===== src/etx_pkg.sv =====
package etx_pkg;

   localparam int AW         = 32;                  // Address field width
   localparam int DW         = 32;                  // Data field width
   localparam int CMD_W      = 8;                   // Command field width

   // Packet layout, source address in the low bits
   localparam int SRC_LSB    = 0;
   localparam int DATA_LSB   = SRC_LSB + AW;        // Data above source
   localparam int DST_LSB    = DATA_LSB + DW;       // Destination above data
   localparam int CMD_LSB    = DST_LSB + AW;        // Command on top
   localparam int PW         = CMD_LSB + CMD_W;     // 104 bit packet

   localparam int NCH        = 3;                   // wr, rd, rr streams
   localparam int CHW        = $clog2(NCH);         // Channel index width
   localparam int FIFO_DEPTH = 4;                   // Entries per channel
   localparam int FIFO_AW    = $clog2(FIFO_DEPTH);  // Buffer pointer width

   // Channel index doubles as priority, higher wins
   localparam int CH_WR      = 0;
   localparam int CH_RD      = 1;
   localparam int CH_RR      = 2;

   typedef enum logic [CMD_W-1:0] {
      OP_WRITE = 8'h01,                             // Write request
      OP_READ  = 8'h02,                             // Read request
      OP_RESP  = 8'h03                              // Read response
   } etx_opcode_e;

   typedef enum logic [1:0] {
      REG_CTRL      = 2'd0,                         // [0] tx_enable, [1] remap_enable
      REG_REMAP_SEL = 2'd1,                         // Destination bit mask
      REG_REMAP_PAT = 2'd2                          // Replacement pattern
   } etx_reg_e;

endpackage


===== src/etx_fifo.sv =====
module etx_fifo (
   input  logic                   clk,
   input  logic                   arst_n,
   input  logic                   in_access,
   input  logic [etx_pkg::PW-1:0] in_packet,
   output logic                   in_wait,
   input  logic                   pop,
   output logic                   head_valid,
   output logic [etx_pkg::PW-1:0] head_packet
);
   import etx_pkg::*;

   logic [PW-1:0]      mem [FIFO_DEPTH];             // Packet storage
   logic [FIFO_AW-1:0] wr_ptr;                       // Next free slot
   logic [FIFO_AW-1:0] rd_ptr;                       // Oldest entry
   logic [FIFO_AW:0]   count;                        // Occupancy
   logic [FIFO_AW:0]   count_next;
   logic               push;
   logic               pull;

   assign push        = in_access & ~in_wait;        // Sender handshake
   assign pull        = pop & head_valid;            // Never pop when empty
   assign head_valid  = (count != '0);
   assign head_packet = mem[rd_ptr];                 // Head shown straight from storage

   always_comb begin
      count_next = count;
      if (push && !pull) begin
         count_next = count + 1'b1;
      end else if (pull && !push) begin
         count_next = count - 1'b1;
      end
   end

   always_ff @(posedge clk) begin
      if (push) begin
         mem[wr_ptr] <= in_packet;
      end
   end

   always_ff @(posedge clk or negedge arst_n) begin
      if (!arst_n) begin
         wr_ptr  <= '0;
         rd_ptr  <= '0;
         count   <= '0;
         in_wait <= 1'b0;
      end else begin
         if (push) begin
            wr_ptr <= wr_ptr + 1'b1;                 // Power of two depth, wraps
         end
         if (pull) begin
            rd_ptr <= rd_ptr + 1'b1;
         end
         count   <= count_next;
         in_wait <= (count_next == FIFO_DEPTH);      // Registered full flag
      end
   end

endmodule


===== src/etx_arbiter.sv =====
module etx_arbiter (
   input  logic                    clk,
   input  logic                    arst_n,
   input  logic [etx_pkg::NCH-1:0] head_valid,
   input  logic [etx_pkg::PW-1:0]  head_packet [etx_pkg::NCH],
   output logic [etx_pkg::NCH-1:0] pop,
   input  logic                    stall,
   output logic                    arb_access,
   output logic [etx_pkg::PW-1:0]  arb_packet,
   output logic                    arb_resp
);
   import etx_pkg::*;

   logic [CHW-1:0] sel;                              // Winning channel
   logic           any;                              // Some buffer nonempty
   logic           load;                             // Output register takes new data

   assign any  = |head_valid;
   assign load = ~arb_access | ~stall;               // Empty or moving on

   // Ascending scan, last hit is the highest priority
   always_comb begin
      sel = CHW'(CH_WR);
      for (int i = 0; i < NCH; i++) begin
         if (head_valid[i]) begin
            sel = CHW'(i);
         end
      end
   end

   always_comb begin
      pop = '0;
      if (load && any) begin
         pop[sel] = 1'b1;                            // One pop per granted cycle
      end
   end

   always_ff @(posedge clk or negedge arst_n) begin
      if (!arst_n) begin
         arb_access <= 1'b0;
         arb_resp   <= 1'b0;
      end else if (load) begin
         arb_access <= any;
         arb_resp   <= any & (sel == CHW'(CH_RR));  // Response path skips remap
      end
   end

   always_ff @(posedge clk) begin
      if (load && any) begin
         arb_packet <= head_packet[sel];
      end
   end

   // Unused grants wait in their buffers while stalled
   // Order inside a channel is kept by the FIFO itself

endmodule


===== src/etx_cfg.sv =====
module etx_cfg (
   input  logic                   clk,
   input  logic                   arst_n,
   input  logic                   cfg_write,
   input  etx_pkg::etx_reg_e      cfg_addr,
   input  logic [etx_pkg::DW-1:0] cfg_data,
   output logic                   tx_enable,
   output logic                   remap_enable,
   output logic [etx_pkg::AW-1:0] remap_sel,
   output logic [etx_pkg::AW-1:0] remap_pat
);
   import etx_pkg::*;

   // All registers clear, link idle until software enables it
   always_ff @(posedge clk or negedge arst_n) begin
      if (!arst_n) begin
         tx_enable    <= 1'b0;
         remap_enable <= 1'b0;
         remap_sel    <= '0;
         remap_pat    <= '0;
      end else if (cfg_write) begin
         case (cfg_addr)
            REG_CTRL: begin
               tx_enable    <= cfg_data[0];          // Gates output loads
               remap_enable <= cfg_data[1];          // Destination rewrite on
            end
            REG_REMAP_SEL: begin
               remap_sel <= cfg_data;                // Bits to replace
            end
            REG_REMAP_PAT: begin
               remap_pat <= cfg_data;                // Replacement values
            end
            default: begin
               // Unmapped address, write dropped
            end
         endcase
      end
   end

   // Write only block, no readback path
   // One register updated per write cycle

endmodule


===== src/etx_remap.sv =====
module etx_remap (
   input  logic                   clk,
   input  logic                   arst_n,
   input  logic                   arb_access,
   input  logic [etx_pkg::PW-1:0] arb_packet,
   input  logic                   arb_resp,
   input  logic                   remap_enable,
   input  logic [etx_pkg::AW-1:0] remap_sel,
   input  logic [etx_pkg::AW-1:0] remap_pat,
   input  logic                   stall,
   output logic                   remap_access,
   output logic [etx_pkg::PW-1:0] remap_packet
);
   import etx_pkg::*;

   logic [AW-1:0] dst_in;                            // Incoming destination
   logic [AW-1:0] dst_out;                           // After rewrite
   logic          do_remap;
   logic [PW-1:0] new_packet;

   assign dst_in   = arb_packet[DST_LSB +: AW];
   assign do_remap = remap_enable & ~arb_resp;       // Responses bypass
   assign dst_out  = do_remap ? ((dst_in & ~remap_sel) | (remap_pat & remap_sel)) : dst_in;

   always_comb begin
      new_packet                  = arb_packet;      // Cmd, data, src untouched
      new_packet[DST_LSB +: AW]   = dst_out;
   end

   always_ff @(posedge clk or negedge arst_n) begin
      if (!arst_n) begin
         remap_access <= 1'b0;
      end else if (!stall) begin
         remap_access <= arb_access;                 // Advance with the chain
      end
   end

   always_ff @(posedge clk) begin
      if (!stall && arb_access) begin
         remap_packet <= new_packet;
      end
   end

endmodule


===== src/etx_protocol.sv =====
module etx_protocol (
   input  logic                   clk,
   input  logic                   arst_n,
   input  logic                   remap_access,
   input  logic [etx_pkg::PW-1:0] remap_packet,
   input  logic                   tx_enable,
   input  logic                   tx_rd_wait,
   input  logic                   tx_wr_wait,
   output logic                   stall,
   output logic                   tx_access,
   output logic [etx_pkg::PW-1:0] tx_packet,
   output logic                   tx_burst
);
   import etx_pkg::*;

   etx_opcode_e   cur_op;                            // Opcode on the link
   etx_opcode_e   nxt_op;                            // Opcode arriving
   logic [AW-1:0] cur_dst;
   logic [AW-1:0] nxt_dst;
   logic          link_wait;                         // Wait matching current opcode
   logic          xfer;                              // Transfer this cycle
   logic          hold;
   logic          is_burst;

   assign cur_op  = etx_opcode_e'(tx_packet[CMD_LSB +: CMD_W]);
   assign nxt_op  = etx_opcode_e'(remap_packet[CMD_LSB +: CMD_W]);
   assign cur_dst = tx_packet[DST_LSB +: AW];
   assign nxt_dst = remap_packet[DST_LSB +: AW];

   always_comb begin
      case (cur_op)
         OP_READ:           link_wait = tx_rd_wait;
         OP_WRITE, OP_RESP: link_wait = tx_wr_wait;
         default:           link_wait = tx_wr_wait;
      endcase
   end

   assign xfer  = tx_access & ~link_wait;
   assign hold  = tx_access & link_wait;
   assign stall = ~tx_enable | hold;                 // Disabled core accepts nothing

   // Write following a write that leaves this cycle, 4 bytes further on
   assign is_burst = xfer & (cur_op == OP_WRITE) & (nxt_op == OP_WRITE)
                     & (nxt_dst == cur_dst + AW'(4));

   always_ff @(posedge clk or negedge arst_n) begin
      if (!arst_n) begin
         tx_access <= 1'b0;
         tx_burst  <= 1'b0;
      end else if (!stall) begin
         tx_access <= remap_access;
         tx_burst  <= remap_access & is_burst;
      end else if (xfer) begin
         tx_access <= 1'b0;                          // Last packet drains while disabled
         tx_burst  <= 1'b0;
      end
   end

   always_ff @(posedge clk) begin
      if (!stall && remap_access) begin
         tx_packet <= remap_packet;                  // Held through link wait
      end
   end

endmodule


===== src/etx_core.sv =====
module etx_core (
   input  logic                   clk,
   input  logic                   arst_n,
   input  logic                   txwr_access,
   input  logic [etx_pkg::PW-1:0] txwr_packet,
   output logic                   txwr_wait,
   input  logic                   txrd_access,
   input  logic [etx_pkg::PW-1:0] txrd_packet,
   output logic                   txrd_wait,
   input  logic                   txrr_access,
   input  logic [etx_pkg::PW-1:0] txrr_packet,
   output logic                   txrr_wait,
   input  logic                   cfg_write,
   input  etx_pkg::etx_reg_e      cfg_addr,
   input  logic [etx_pkg::DW-1:0] cfg_data,
   output logic                   tx_access,
   output logic [etx_pkg::PW-1:0] tx_packet,
   output logic                   tx_burst,
   input  logic                   tx_rd_wait,
   input  logic                   tx_wr_wait
);
   import etx_pkg::*;

   logic [NCH-1:0] ch_access;                        // Streams gathered by channel index
   logic [NCH-1:0] ch_wait;
   logic [PW-1:0]  ch_packet   [NCH];
   logic [NCH-1:0] head_valid;
   logic [PW-1:0]  head_packet [NCH];
   logic [NCH-1:0] pop;
   logic           stall;                            // From output stage, whole chain
   logic           arb_access;
   logic [PW-1:0]  arb_packet;
   logic           arb_resp;
   logic           remap_access;
   logic [PW-1:0]  remap_packet;
   logic           tx_enable;
   logic           remap_enable;
   logic [AW-1:0]  remap_sel;
   logic [AW-1:0]  remap_pat;

   assign ch_access[CH_WR] = txwr_access;
   assign ch_access[CH_RD] = txrd_access;
   assign ch_access[CH_RR] = txrr_access;
   assign ch_packet[CH_WR] = txwr_packet;
   assign ch_packet[CH_RD] = txrd_packet;
   assign ch_packet[CH_RR] = txrr_packet;
   assign txwr_wait        = ch_wait[CH_WR];
   assign txrd_wait        = ch_wait[CH_RD];
   assign txrr_wait        = ch_wait[CH_RR];

   for (genvar g = 0; g < NCH; g++) begin : g_ch
      etx_fifo u_fifo (
         .clk         (clk),
         .arst_n      (arst_n),
         .in_access   (ch_access[g]),
         .in_packet   (ch_packet[g]),
         .in_wait     (ch_wait[g]),
         .pop         (pop[g]),
         .head_valid  (head_valid[g]),
         .head_packet (head_packet[g])
      );
   end

   etx_arbiter u_arbiter (
      .clk         (clk),
      .arst_n      (arst_n),
      .head_valid  (head_valid),
      .head_packet (head_packet),
      .pop         (pop),
      .stall       (stall),
      .arb_access  (arb_access),
      .arb_packet  (arb_packet),
      .arb_resp    (arb_resp)
   );

   etx_cfg u_cfg (
      .clk          (clk),
      .arst_n       (arst_n),
      .cfg_write    (cfg_write),
      .cfg_addr     (cfg_addr),
      .cfg_data     (cfg_data),
      .tx_enable    (tx_enable),
      .remap_enable (remap_enable),
      .remap_sel    (remap_sel),
      .remap_pat    (remap_pat)
   );

   etx_remap u_remap (
      .clk          (clk),
      .arst_n       (arst_n),
      .arb_access   (arb_access),
      .arb_packet   (arb_packet),
      .arb_resp     (arb_resp),
      .remap_enable (remap_enable),
      .remap_sel    (remap_sel),
      .remap_pat    (remap_pat),
      .stall        (stall),
      .remap_access (remap_access),
      .remap_packet (remap_packet)
   );

   etx_protocol u_protocol (
      .clk          (clk),
      .arst_n       (arst_n),
      .remap_access (remap_access),
      .remap_packet (remap_packet),
      .tx_enable    (tx_enable),
      .tx_rd_wait   (tx_rd_wait),
      .tx_wr_wait   (tx_wr_wait),
      .stall        (stall),
      .tx_access    (tx_access),
      .tx_packet    (tx_packet),
      .tx_burst     (tx_burst)
   );

endmodule


===== config.mk =====
export PLATFORM = sky130hd
export DESIGN_NAME = etx_core
export DESIGN_NICKNAME = d
export VERILOG_FILES = /design/src/etx_pkg.sv /design/src/etx_fifo.sv /design/src/etx_arbiter.sv /design/src/etx_cfg.sv /design/src/etx_remap.sv /design/src/etx_protocol.sv /design/src/etx_core.sv
export SDC_FILE = /design/constraint.sdc
export NUM_CORES = 1
export LEC_CHECK = 0
export ABC_AREA = 1
export CORE_AREA = 2 2 343 345
export DETAILED_ROUTE_END_ITERATION = 10
export DIE_AREA = 0 0 345 347
export DONT_BUFFER_PORTS = 1
export HOLD_SLACK_MARGIN = 0.12
export PLACE_DENSITY_LB_ADDON = 0.05
export SLEW_MARGIN = 10
export SYNTH_ARGS = -nofsm -noshare
export SYNTH_HDL_FRONTEND = slang
export SYNTH_SLANG_ARGS = --single-unit

===== constraint.sdc =====
create_clock -name clk -period 15.7 [get_ports clk]
set_input_delay 0.785 -clock clk [delete_from_list [all_inputs] [get_ports clk]]
set_output_delay 0.785 -clock clk [all_outputs]
set_load 0.05 [all_outputs]

# == Word-level counts from Yosys, hierarchy flattened ==
# Memories as Yosys holds them, arrays and structs flattened.
# Index checks and enable logic that the tools add are counted.
# classes
n_div,0
shift,0
reduce_logical,25
magnitude_cmp,3
n_addsub,13
n_mul,0
n_mux,25
n_eq_ne,11
n_bitwise,29
# op_table
operator,n
104-bit binary-select mux with 2-bit select,1
104-bit two-way mux,2
32-bit AND,2
"32-bit by 3-bit adder with 32-bit output, second input constant",1
32-bit equality test,1
32-bit two-way mux,1
32-bit inverter,1
32-bit OR,1
3-bit two-way mux,7
"8-bit by 1-bit equality test with 1-bit output, second input constant",2
1-bit AND,14
"2-bit by 1-bit adder with 2-bit output, second input constant",6
1-bit two-way mux,12
1-bit logical AND,10
"3-bit by 1-bit adder with 3-bit output, second input constant",3
"3-bit equality test, second input constant",3
3-bit nonzero test,3
"3-bit by 1-bit subtractor with 3-bit output, second input constant",3
"8-bit by 2-bit equality test with 1-bit output, second input constant",1
1-bit inverter,8
1-bit zero test,7
2-bit AND reduction,3
"2-bit equality test, second input constant",2
"3-bit greater-or-equal comparator, second input constant",1
10 further kinds,11
# word_totals
ram_bits,1248
regBits,407
inputBits,354
out_inout_bits,109
latch_bits,0
rom_bits,0
word_cells,133
mem_count,3
# memory_table
memory,words,word_bits,rd,rd_ports_with_merged_regs,write_ports,line_no,rtl
g_ch[0].u_fifo.mem,4,104,1,0,1,etx_fifo.sv:13,logic [PW-1:0] mem [FIFO_DEPTH];
g_ch[1].u_fifo.mem,4,104,1,0,1,etx_fifo.sv:13,
g_ch[2].u_fifo.mem,4,104,1,0,1,etx_fifo.sv:13,

# == Longest topological paths before layout ==
# Gate-level depths: netlist (run 1).
# depth
ltp_word,13
mapped_depth,16

# == Modules after synthesis ==
# A second synthesis (run 1) with hierarchy kept.
# hier_totals
cells_unflattened,4870
hier_area_um2,64753.4
# modules_own_cells
module,area_per_inst_um2,instances,cells_per_inst,seq_area_each_um2
etx_fifo at g_ch[1].u_fifo ...,15854.0,2,1070,12692.2
etx_fifo at g_ch[0].u_fifo,15865.2,1,1073,12692.2
etx_arbiter,5346.4,1,583,3173.0
etx_protocol,4727.0,1,434,3173.0
etx_remap,4264.1,1,342,3148.0
etx_cfg,2842.7,1,298,1651.6

# == Least setup slack after synthesis (run 1) ==
# No wires, ideal clock.
# synth_path
kind,flip-flop to flip-flop
start,register u_protocol.tx_packet[96] (netlist name)
end,"register u_protocol.tx_packet[0] (netlist name), enable pin"
stages_incl_launch_ff,8
path_buffers,0
arrival_ns,5.570
period_less_slack_ns,6.138
required_ns,15.133
setup_slack_ns,9.562
path_cell_list,edfxtp_1 > inv_1 > nand2_1 > nor2_1 > nand3_1 > nand3_2 > nand2_4 > nor2_1
# synth_via
elab_chain_len,6
# synth_rtl
element,line_no,rtl
from (decl),etx_protocol.sv:11,"output logic [etx_pkg::PW-1:0] tx_packet,"
from (signal assigned),etx_protocol.sv:61,tx_packet <= remap_packet;
8-bit by 2-bit equality test with 1-bit output,etx_protocol.sv:31,case (cur_op)
1-bit two-way mux,etx_protocol.sv:31,
1-bit AND,etx_protocol.sv:39,assign hold = tx_access & link_wait;
1-bit OR,etx_protocol.sv:40,assign stall = ~tx_enable | hold;
1-bit zero test,n/a,
1-bit logical AND,etx_protocol.sv:60,if (!stall && remap_access) begin
# No other way between the ends.
# A chain may end at the register's enable or synchronous reset.

# == Worst setup path after layout (run 1) ==
# layout_path
start,register g_ch[1].u_fifo.in_wait
end,"memory g_ch[1].u_fifo.mem[0][65] (netlist name), enable pin"
# layout_via
elab_chain_len,4
# layout_rtl
element,line_no,rtl
from (decl),etx_fifo.sv:6,"output logic in_wait,"
from (signal assigned),etx_fifo.sv:55,in_wait <= (count_next == FIFO_DEPTH);
1-bit inverter,etx_fifo.sv:21,assign push = in_access & ~in_wait;
1-bit AND,etx_fifo.sv:21,
1-bit two-way mux,etx_fifo.sv:36,if (push) begin
1-bit two-way mux (not written as such),etx_fifo.sv:37,mem[wr_ptr] <= in_packet;
to (decl),etx_fifo.sv:13,
# No other way between the ends.

==> summary.md, run 1 <==
| Metric | Value |
|---|---|
| Period utilization | `25.3%` |
| Synth top area share | `74.0%` |
| Sequential group share of total power | `48.3%` |
| Fill count | `8712` |
| Synth Net Count | `4987` |
| Overall routing resource usage | `27.2%` |
| Top cells by count, synth | `edfxtp_1, nor2_1, o21ai_0` |
| Gr ovfl total | `0` |
| Worst IR Drop VDD | `163 uV` |
| Initial antenna violation count | `61` |
| Worst-Margin Slew | `1310 ps` |
| Setup bufs post-CTS | `0` |
| H-tree Lvls | `4` |
| Status | `finished, final reports clean` |
| Final Hold Viols | `0` |
| Critical Path End Type | `flop` |
| End of the worst hold path | `u_cfg.remap_sel[13]` |
| RSZ-0062 raised after global routing | `false` |
| Per-cell routed wire length | `24.8 um` |
| Crit path kind | `reg2reg` |
| CTS tree | `done` |
| # setup viols final | `0` |
| Pint | `9.26 mW` |
| Fmax | `approximately 250 MHz` |
| Clk buf depth | `3` |
| Netlist Area Pre-Place | `0.0633 mm^2` |
| Worst Min Path Start | `cfg_data[13]` |
| Worst EP required | `16080 ps` |
| Sw Pwr | `4.67 mW` |
| Worst Skew | `20.8 ps` |
| Via count | `38100` |
| R2R setup slack | `roughly 12000 ps` |
| DRT Wirelength | `163000 um` |
| Total power | `roughly 14 mW` |
| Library cells used by synthesis | `38` |
| Vias in the first global route | `around 37000` |
| Hold WS | `198 ps` |
| Register clock-pin slew on the reported worst setup and hold paths | `60 ps` |
| TritonCTS Buffers | `168` |
| Pre-Repair DR Iteration Count | `5` |
| Max-cap violations | `0` |
| Clock Power Share | `27.4%` |
| Comb pwr share | `24.3%` |
| Yosys Warn Count | `0` |
| Syn avg cell area | `around 14 um^2` |
| Area Overhead vs Synth | `15.8%` |
| Ys async rst share | `5.74%` |
| R2R depth | `5` |
| Seq cells post-synth | `1655` |
| Post-synthesis sequential area ratio | `77.7%` |
| CTS sink cnt | `1655` |
| DRC | `0` |
| Global-route wire length before repair | `around 240000 um` |
| Worst Slack Setup Final | `11730 ps` |
| Pre-CTS WS | `11510 ps` |
| I/O Buffers | `0` |
| Starting density of the core | `between 50% and 60%` |
| Leakage power total | `about 25 nW` |
| CP Max Fanout | `49` |
| Hold path cells | `2` |
| # rows | `125` |
| Worst R2R Start | `g_ch[1].u_fifo.in_wait` |
| Detail Placement HPWL | `96900 um` |
| Area leader, netlist | `edfxtp_1` |
| Minimum clock period | `3970 ps` |
| Arr. time, crit path | `4350 ps` |
| GPL Wtd Cong | `0.881` |
| HP Class | `in2reg` |
| Via density | `5.80` |
| Final ANT Viol Nets | `0` |
| Cells after Synth | `roughly 4600` |
| Synth area leaders | `edfxtp_1, o21ai_0, nor2_1` |
| Share of layout cells above drive strength 1 | `7.44%` |
| Final TNS setup | `0 ps` |
| Slew HR | `12.9%` |
| Initial DRC Count | `between 3000 and 4000` |
| Pins over their slew limit | `0` |
| Top Ports | `463` |
| Die H | `347 um` |
| Fin nets | `5272` |
| Top-count cell post-synth | `edfxtp_1` |
| Clock root buffer master | `clkbuf_16` |
| Largest net degree at the start of global routing | `166` |
| Worst-skew pair later-pin latency | `760 ps` |
| Ys flop type | `edfxtp_1` |
| PwrDens | `approximately 190 mW/mm^2` |
| Reg2reg end | `g_ch[1].u_fifo.mem[0][65]` |
| Die X | `between 300 and 400 um` |
| Core Area | `roughly 0.12 mm^2` |
| Switching Fraction | `between 30% and 40%` |
| Number of synthesized flops with an enable pin | `1560` |
| Worst setup SP type | `flop` |
| Die ar. | `0.120 mm^2` |
per-stage QoR:
step	cell area [um^2]	instances	util (%)
6_report	73400	6578	63.4
5_1_grt	73300	6569	63.4
4_1_cts	73300	6551	63.3
3_5_place_dp	64900	5936	56.1
3_3_place_gp	64900	5936	56.1
2_1_floorplan	63300	4611	-
kinds of logic after synthesis:
family	after synthesis	synth area share [%]
simple gates	1545	10.0
compound gates	881	7.94
mux	32	0.569
fa+ha+maj	22	0.435
xor+xnor	54	0.747
flops	1655	77.7
buf+inv	422	2.59
final cells by class:
type | instances | area (um^2) | area share (%)
antenna | 27 | 67.6 | 0.0921
clock buffer | 217 | 4510 | 6.15
clock inverter | 84 | 734 | 1.00
inverter | 164 | 651 | 0.887
multi-input combinational | 2534 | 12600 | 17.2
sequential | 1655 | 49200 | 67.1
tap | 1524 | 1910 | 2.60
timing repair buffer | 373 | 3630 | 4.95
worst max path at each step:
stage,from,end,slack [ps]
2_1_floorplan,u_protocol.tx_packet[96],u_protocol.tx_packet[0],9560
3_3_place_gp,txrd_access,g_ch[1].u_fifo.mem[0][77],11590
3_5_place_dp,txrd_access,g_ch[1].u_fifo.mem[0][48],11510
4_1_cts,g_ch[1].u_fifo.in_wait,g_ch[1].u_fifo.mem[0][48],11680
5_1_grt,g_ch[1].u_fifo.in_wait,g_ch[1].u_fifo.mem[0][67],11550
6_report,g_ch[1].u_fifo.in_wait,g_ch[1].u_fifo.mem[0][65],11730
power groups by stage:
stage / registers (mW) / clock network [mW] / logic, mW
floorplan: 6.70 / 0 / 2.27
global route: 6.82 / 4.07 / 3.75
global placement: 6.80 / 0 / 3.27
CTS: 6.73 / 3.88 / 3.42
detailed placement: 6.82 / 0 / 3.30
finish: 6.73 / 3.82 / 3.38
metal layers:
| metal | part of all wire (%) | track usage [%] | vias to the layer above | wire [um] |
|---|---|---|---|---|
| met5 | 0.22 | 0 | - | 356 |
| met4 | 2.8 | 8.58 | 58 | 4490 |
| met3 | 8.3 | 7.02 | 310 | 13500 |
| met2 | 47 | 43.2 | 1379 | 76800 |
| met1 | 42 | 37.2 | 19000 | 68100 |
| li1 | - | - | 17400 | - |
what timing repair did:
item / CTS / global route
resized for setup: 0 / 0
hold buffers: 314 / 0
endpoints found under the hold margin: 1343 / 0
cell usage in the layout, fill, tap and decap left out, types with 12 or more instances in the layout:
| cell | n |
|---|---|
| dlygate4sd3_1 | 313 |
| o21ai_0 | 557 |
| xnor2_1 | 19 |
| o22ai_1 | 172 |
| nand3_1 | 230 |
| ha_1 | 22 |
| clkinv_1 | 43 |
| edfxtp_1 | 1560 |
| clkbuf_16 | 172 |
| nor2_1 | 715 |
| clkinv_2 | 21 |
| o32ai_1 | 104 |
| mux2_2 | 32 |
| buf_4 | 57 |
| nor2_4 | 17 |
| clkbuf_1 | 41 |
| inv_1 | 147 |
| bufinv_16 | 12 |
| dfrtp_1 | 89 |
| a21oi_1 | 42 |
| xor2_1 | 35 |
| nand2_1 | 536 |
| diode_2 | 27 |
worst max-delay path: stages (launching register included):
cell	delay [ps]
dfrtp_1	560
nor2_1	630
inv_2	270
nor2_4	710
buf_4	620
buf_4	740
flip-flops by register name, indices dropped and copies added, names as in the netlist:
| signal | cells |
|---|---|
| g_ch.u_fifo.count | 9 |
| g_ch.u_fifo.in_wait | 3 |
| g_ch.u_fifo.mem | 1248 |
| g_ch.u_fifo.rd_ptr | 6 |
| g_ch.u_fifo.wr_ptr | 6 |
| u_arbiter.arb_access | 1 |
| u_arbiter.arb_packet | 104 |
| u_arbiter.arb_resp | 1 |
| u_cfg.remap_enable | 1 |
| u_cfg.remap_pat | 32 |
| u_cfg.remap_sel | 32 |
| u_cfg.tx_enable | 1 |
| u_protocol.tx_access | 1 |
| u_protocol.tx_burst | 1 |
| u_protocol.tx_packet | 104 |
| u_remap.remap_access | 1 |
| u_remap.remap_packet | 104 |
(Power assumes the default switching activity.)
==> run 2: changes to the inputs <==
==> constraint.sdc (replaced) <==
create_clock -name clk -period 3.5 [get_ports clk]
set_input_delay 0.175 -clock clk [delete_from_list [all_inputs] [get_ports clk]]
set_output_delay 0.175 -clock clk [all_outputs]
set_load 0.05 [all_outputs]
==> summary.md, run 2 (synthesized netlist as in run 1, its figures left out) <==
| Metric | Value |
|---|---|
| Status | `finished, final reports clean` |
| Finished Core Util | `66.3%` |
| Worst-Margin Slew | `1010 ps` |
| Comb pwr share | `26.6%` |
| Post-CTS sizing | `0` |
| Clock Power Share | `a little over a quarter` |
| Crit-path cells | `buf_4, nand2_1, nor2_1, nand3_1, nand3_2, dlygate4sd3_1, nand2_4, nand2_4, o21ai_4, clkinvlp_4, buf_12, buf_12` |
| Detail Placement HPWL | `100000 um` |
| Max-cap violations | `0` |
| CTS sink cnt | `1655` |
| Final Hold Viols | `0` |
| Minimum clock period | `3090 ps` |
| Commonest non-fill, non-tap cells in the layout | `edfxtp_1, nor2_1, o21ai_0` |
| Worst IR Drop VDD | `832 uV` |
| Total power | `64.2 mW` |
| Setup crit start | `u_protocol.tx_packet[97]` |
| Sw Pwr | `roughly 22 mW` |
| Worst-skew pair later-pin latency | `790 ps` |
| Gr ovfl total | `0` |
| H-tree Lvls | `4` |
| Most common cell after layout, fill and taps aside | `edfxtp_1` |
| Slew HR | `33.0%` |
| Sequential cell area | `0.0492 mm^2` |
| RSZ-0062 raised after global routing | `false` |
| Global-route wire length before repair | `250000 um` |
| Share of layout cells above drive strength 1 | `roughly 8.0%` |
| PwrDens | `836 mW/mm^2` |
| Starting density of the core | `~55%` |
| Pint | `42.4 mW` |
| TritonCTS Buffers | `166` |
| Area Overhead vs Synth | `21.1%` |
| Critical Path End Type | `flop` |
| Largest net degree at the start of global routing | `161` |
| Initial DRC Count | `4098` |
| Clock root buffer master | `clkbuf_16` |
| Top reg by flops | `g_ch.u_fifo.mem` |
| Fmax | `324 MHz` |
| Max reg flops | `1248` |
| Via density | `between 5 and 6` |
| CP bufs+invs | `5` |
| DRT Wirelength | `169000 um` |
| Clk buf depth | `3` |
| Overall routing resource usage | `28.2%` |
| Worst Skew | `46.2 ps` |
| Worst EP required | `between 3000 and 4000 ps` |
| Crit-path slowest cell | `dlygate4sd3_1` |
| Pins over their slew limit | `0` |
| Die X | `345 um` |
| Max incr delay on CP | `roughly 670 ps` |
| Switching Fraction | `between 30 and 40%` |
| Vias in the first global route | `38700` |
| Crit path kind | `reg2reg` |
| DRC | `0` |
| CP Max Fanout | `39` |
| Worst setup SP type | `flop` |
| CTS tree | `done` |
| Leakage power total | `26.7 nW` |
| Final ANT Viol Nets | `0` |
| Per-cell routed wire length | `24.7 um` |
| Fill count | `8273` |
| # rows | `125` |
| Worst Min Path Start | `txwr_packet[100]` |
| Period utilization | `88.2%` |
| HP Class | `in2reg` |
| Pre-Repair DR Iteration Count | `6` |
| Register clock-pin slew on the reported worst setup and hold paths | `60 ps` |
| Crit path max-delay family | `buffers and inverters` |
| Die H | `347 um` |
| Arr. time, crit path | `3530 ps` |
| Core Area | `0.116 mm^2` |
| Die ar. | `0.120 mm^2` |
| Worst R2R Start | `u_protocol.tx_packet[97]` |
| # setup viols final | `0` |
| Initial antenna violation count | `51` |
| Footprint of the multi-input gates | `0.0126 mm^2` |
| Fin nets | `5546` |
| GPL Wtd Cong | `0.827` |
| Via count | `slightly below 40000` |
| Top Ports | `463` |
| Sequential group share of total power | `46.4%` |
| I/O Buffers | `0` |
[run 2: cell types whose count changed in the layout (fill, tap and decap cells not counted), moves of 5 or more]
cell | before | now
dlygate4sd3_1 | 313 | 546
buf_12 | 2 | 53
buf_4 | 57 | 48
clkinv_1 | 43 | 34
clkbuf_1 | 41 | 46
[run 2: final timing paths]
check	end	slack [ps]	cells after the start
setup / recovery	u_arbiter.arb_packet[2]	410	12
hold / removal	g_ch[0].u_fifo.mem[2][100]	150	1
setup reg to reg	u_arbiter.arb_packet[2]	410	12
hold reg to reg	u_remap.remap_packet[39]	410	0
max in group asynchronous	g_ch[0].u_fifo.rd_ptr[0]	2310	4
min in group asynchronous	u_cfg.remap_sel[15]	630	4
[run 2: metrics by stage]
step	worst slack [ps]	setup TNS, ps	area [um^2]	hold WS, ps	cells
2_1_floorplan	-870	-180850	63500	-121	4611
3_3_place_gp	641	0	65800	-118	5976
3_5_place_dp	659	0	65800	-119	5976
4_1_cts	38.4	0	76600	120	6828
5_1_grt	314	0	76700	136	6851
6_report	413	0	76700	147	6861
[run 2: cell type report]
| cell class | count | share of cell area, % |
|---|---|---|
| clock inverters | 85 | 1.12 |
| diodes | 31 | 0.101 |
| repair buffers | 649 | 9.05 |
| clock buffers | 219 | 5.79 |
| flip-flops and latches | 1655 | 64.2 |
| multi-input cells | 2534 | 16.4 |
| well taps | 1524 | 2.48 |
| inverters | 164 | 0.843 |
[run 2: timing repair]
item,CTS,global route
endpoints found under the setup margin,0,96
hold endpoints to repair,1425,0
hold buffers,548,0
buffers inserted,0,2
[run 2: layer usage]
layer	routed length [um]	global-route usage, %	up-vias	share of wire, %
met4	4120	9.00	46	2.4
met1	69900	38.2	19900	41
met2	82200	45.8	1443	49
li1	-	-	17900	-
met5	299	0	-	0.18
met3	12800	6.23	278	7.5
[run 2: power by group through the flow]
| stage | clock network [mW] | registers (mW) | logic [mW] |
|---|---|---|---|
| after floorplan | 0 | 29.6 | 10.3 |
| after global placement | 0 | 30.1 | 16.2 |
| after detailed placement | 0 | 30.2 | 16.3 |
| after CTS | 17.5 | 29.8 | 17.1 |
| after global routing | 18.3 | 30.1 | 18.7 |
| final | 17.3 | 29.8 | 17.0 |
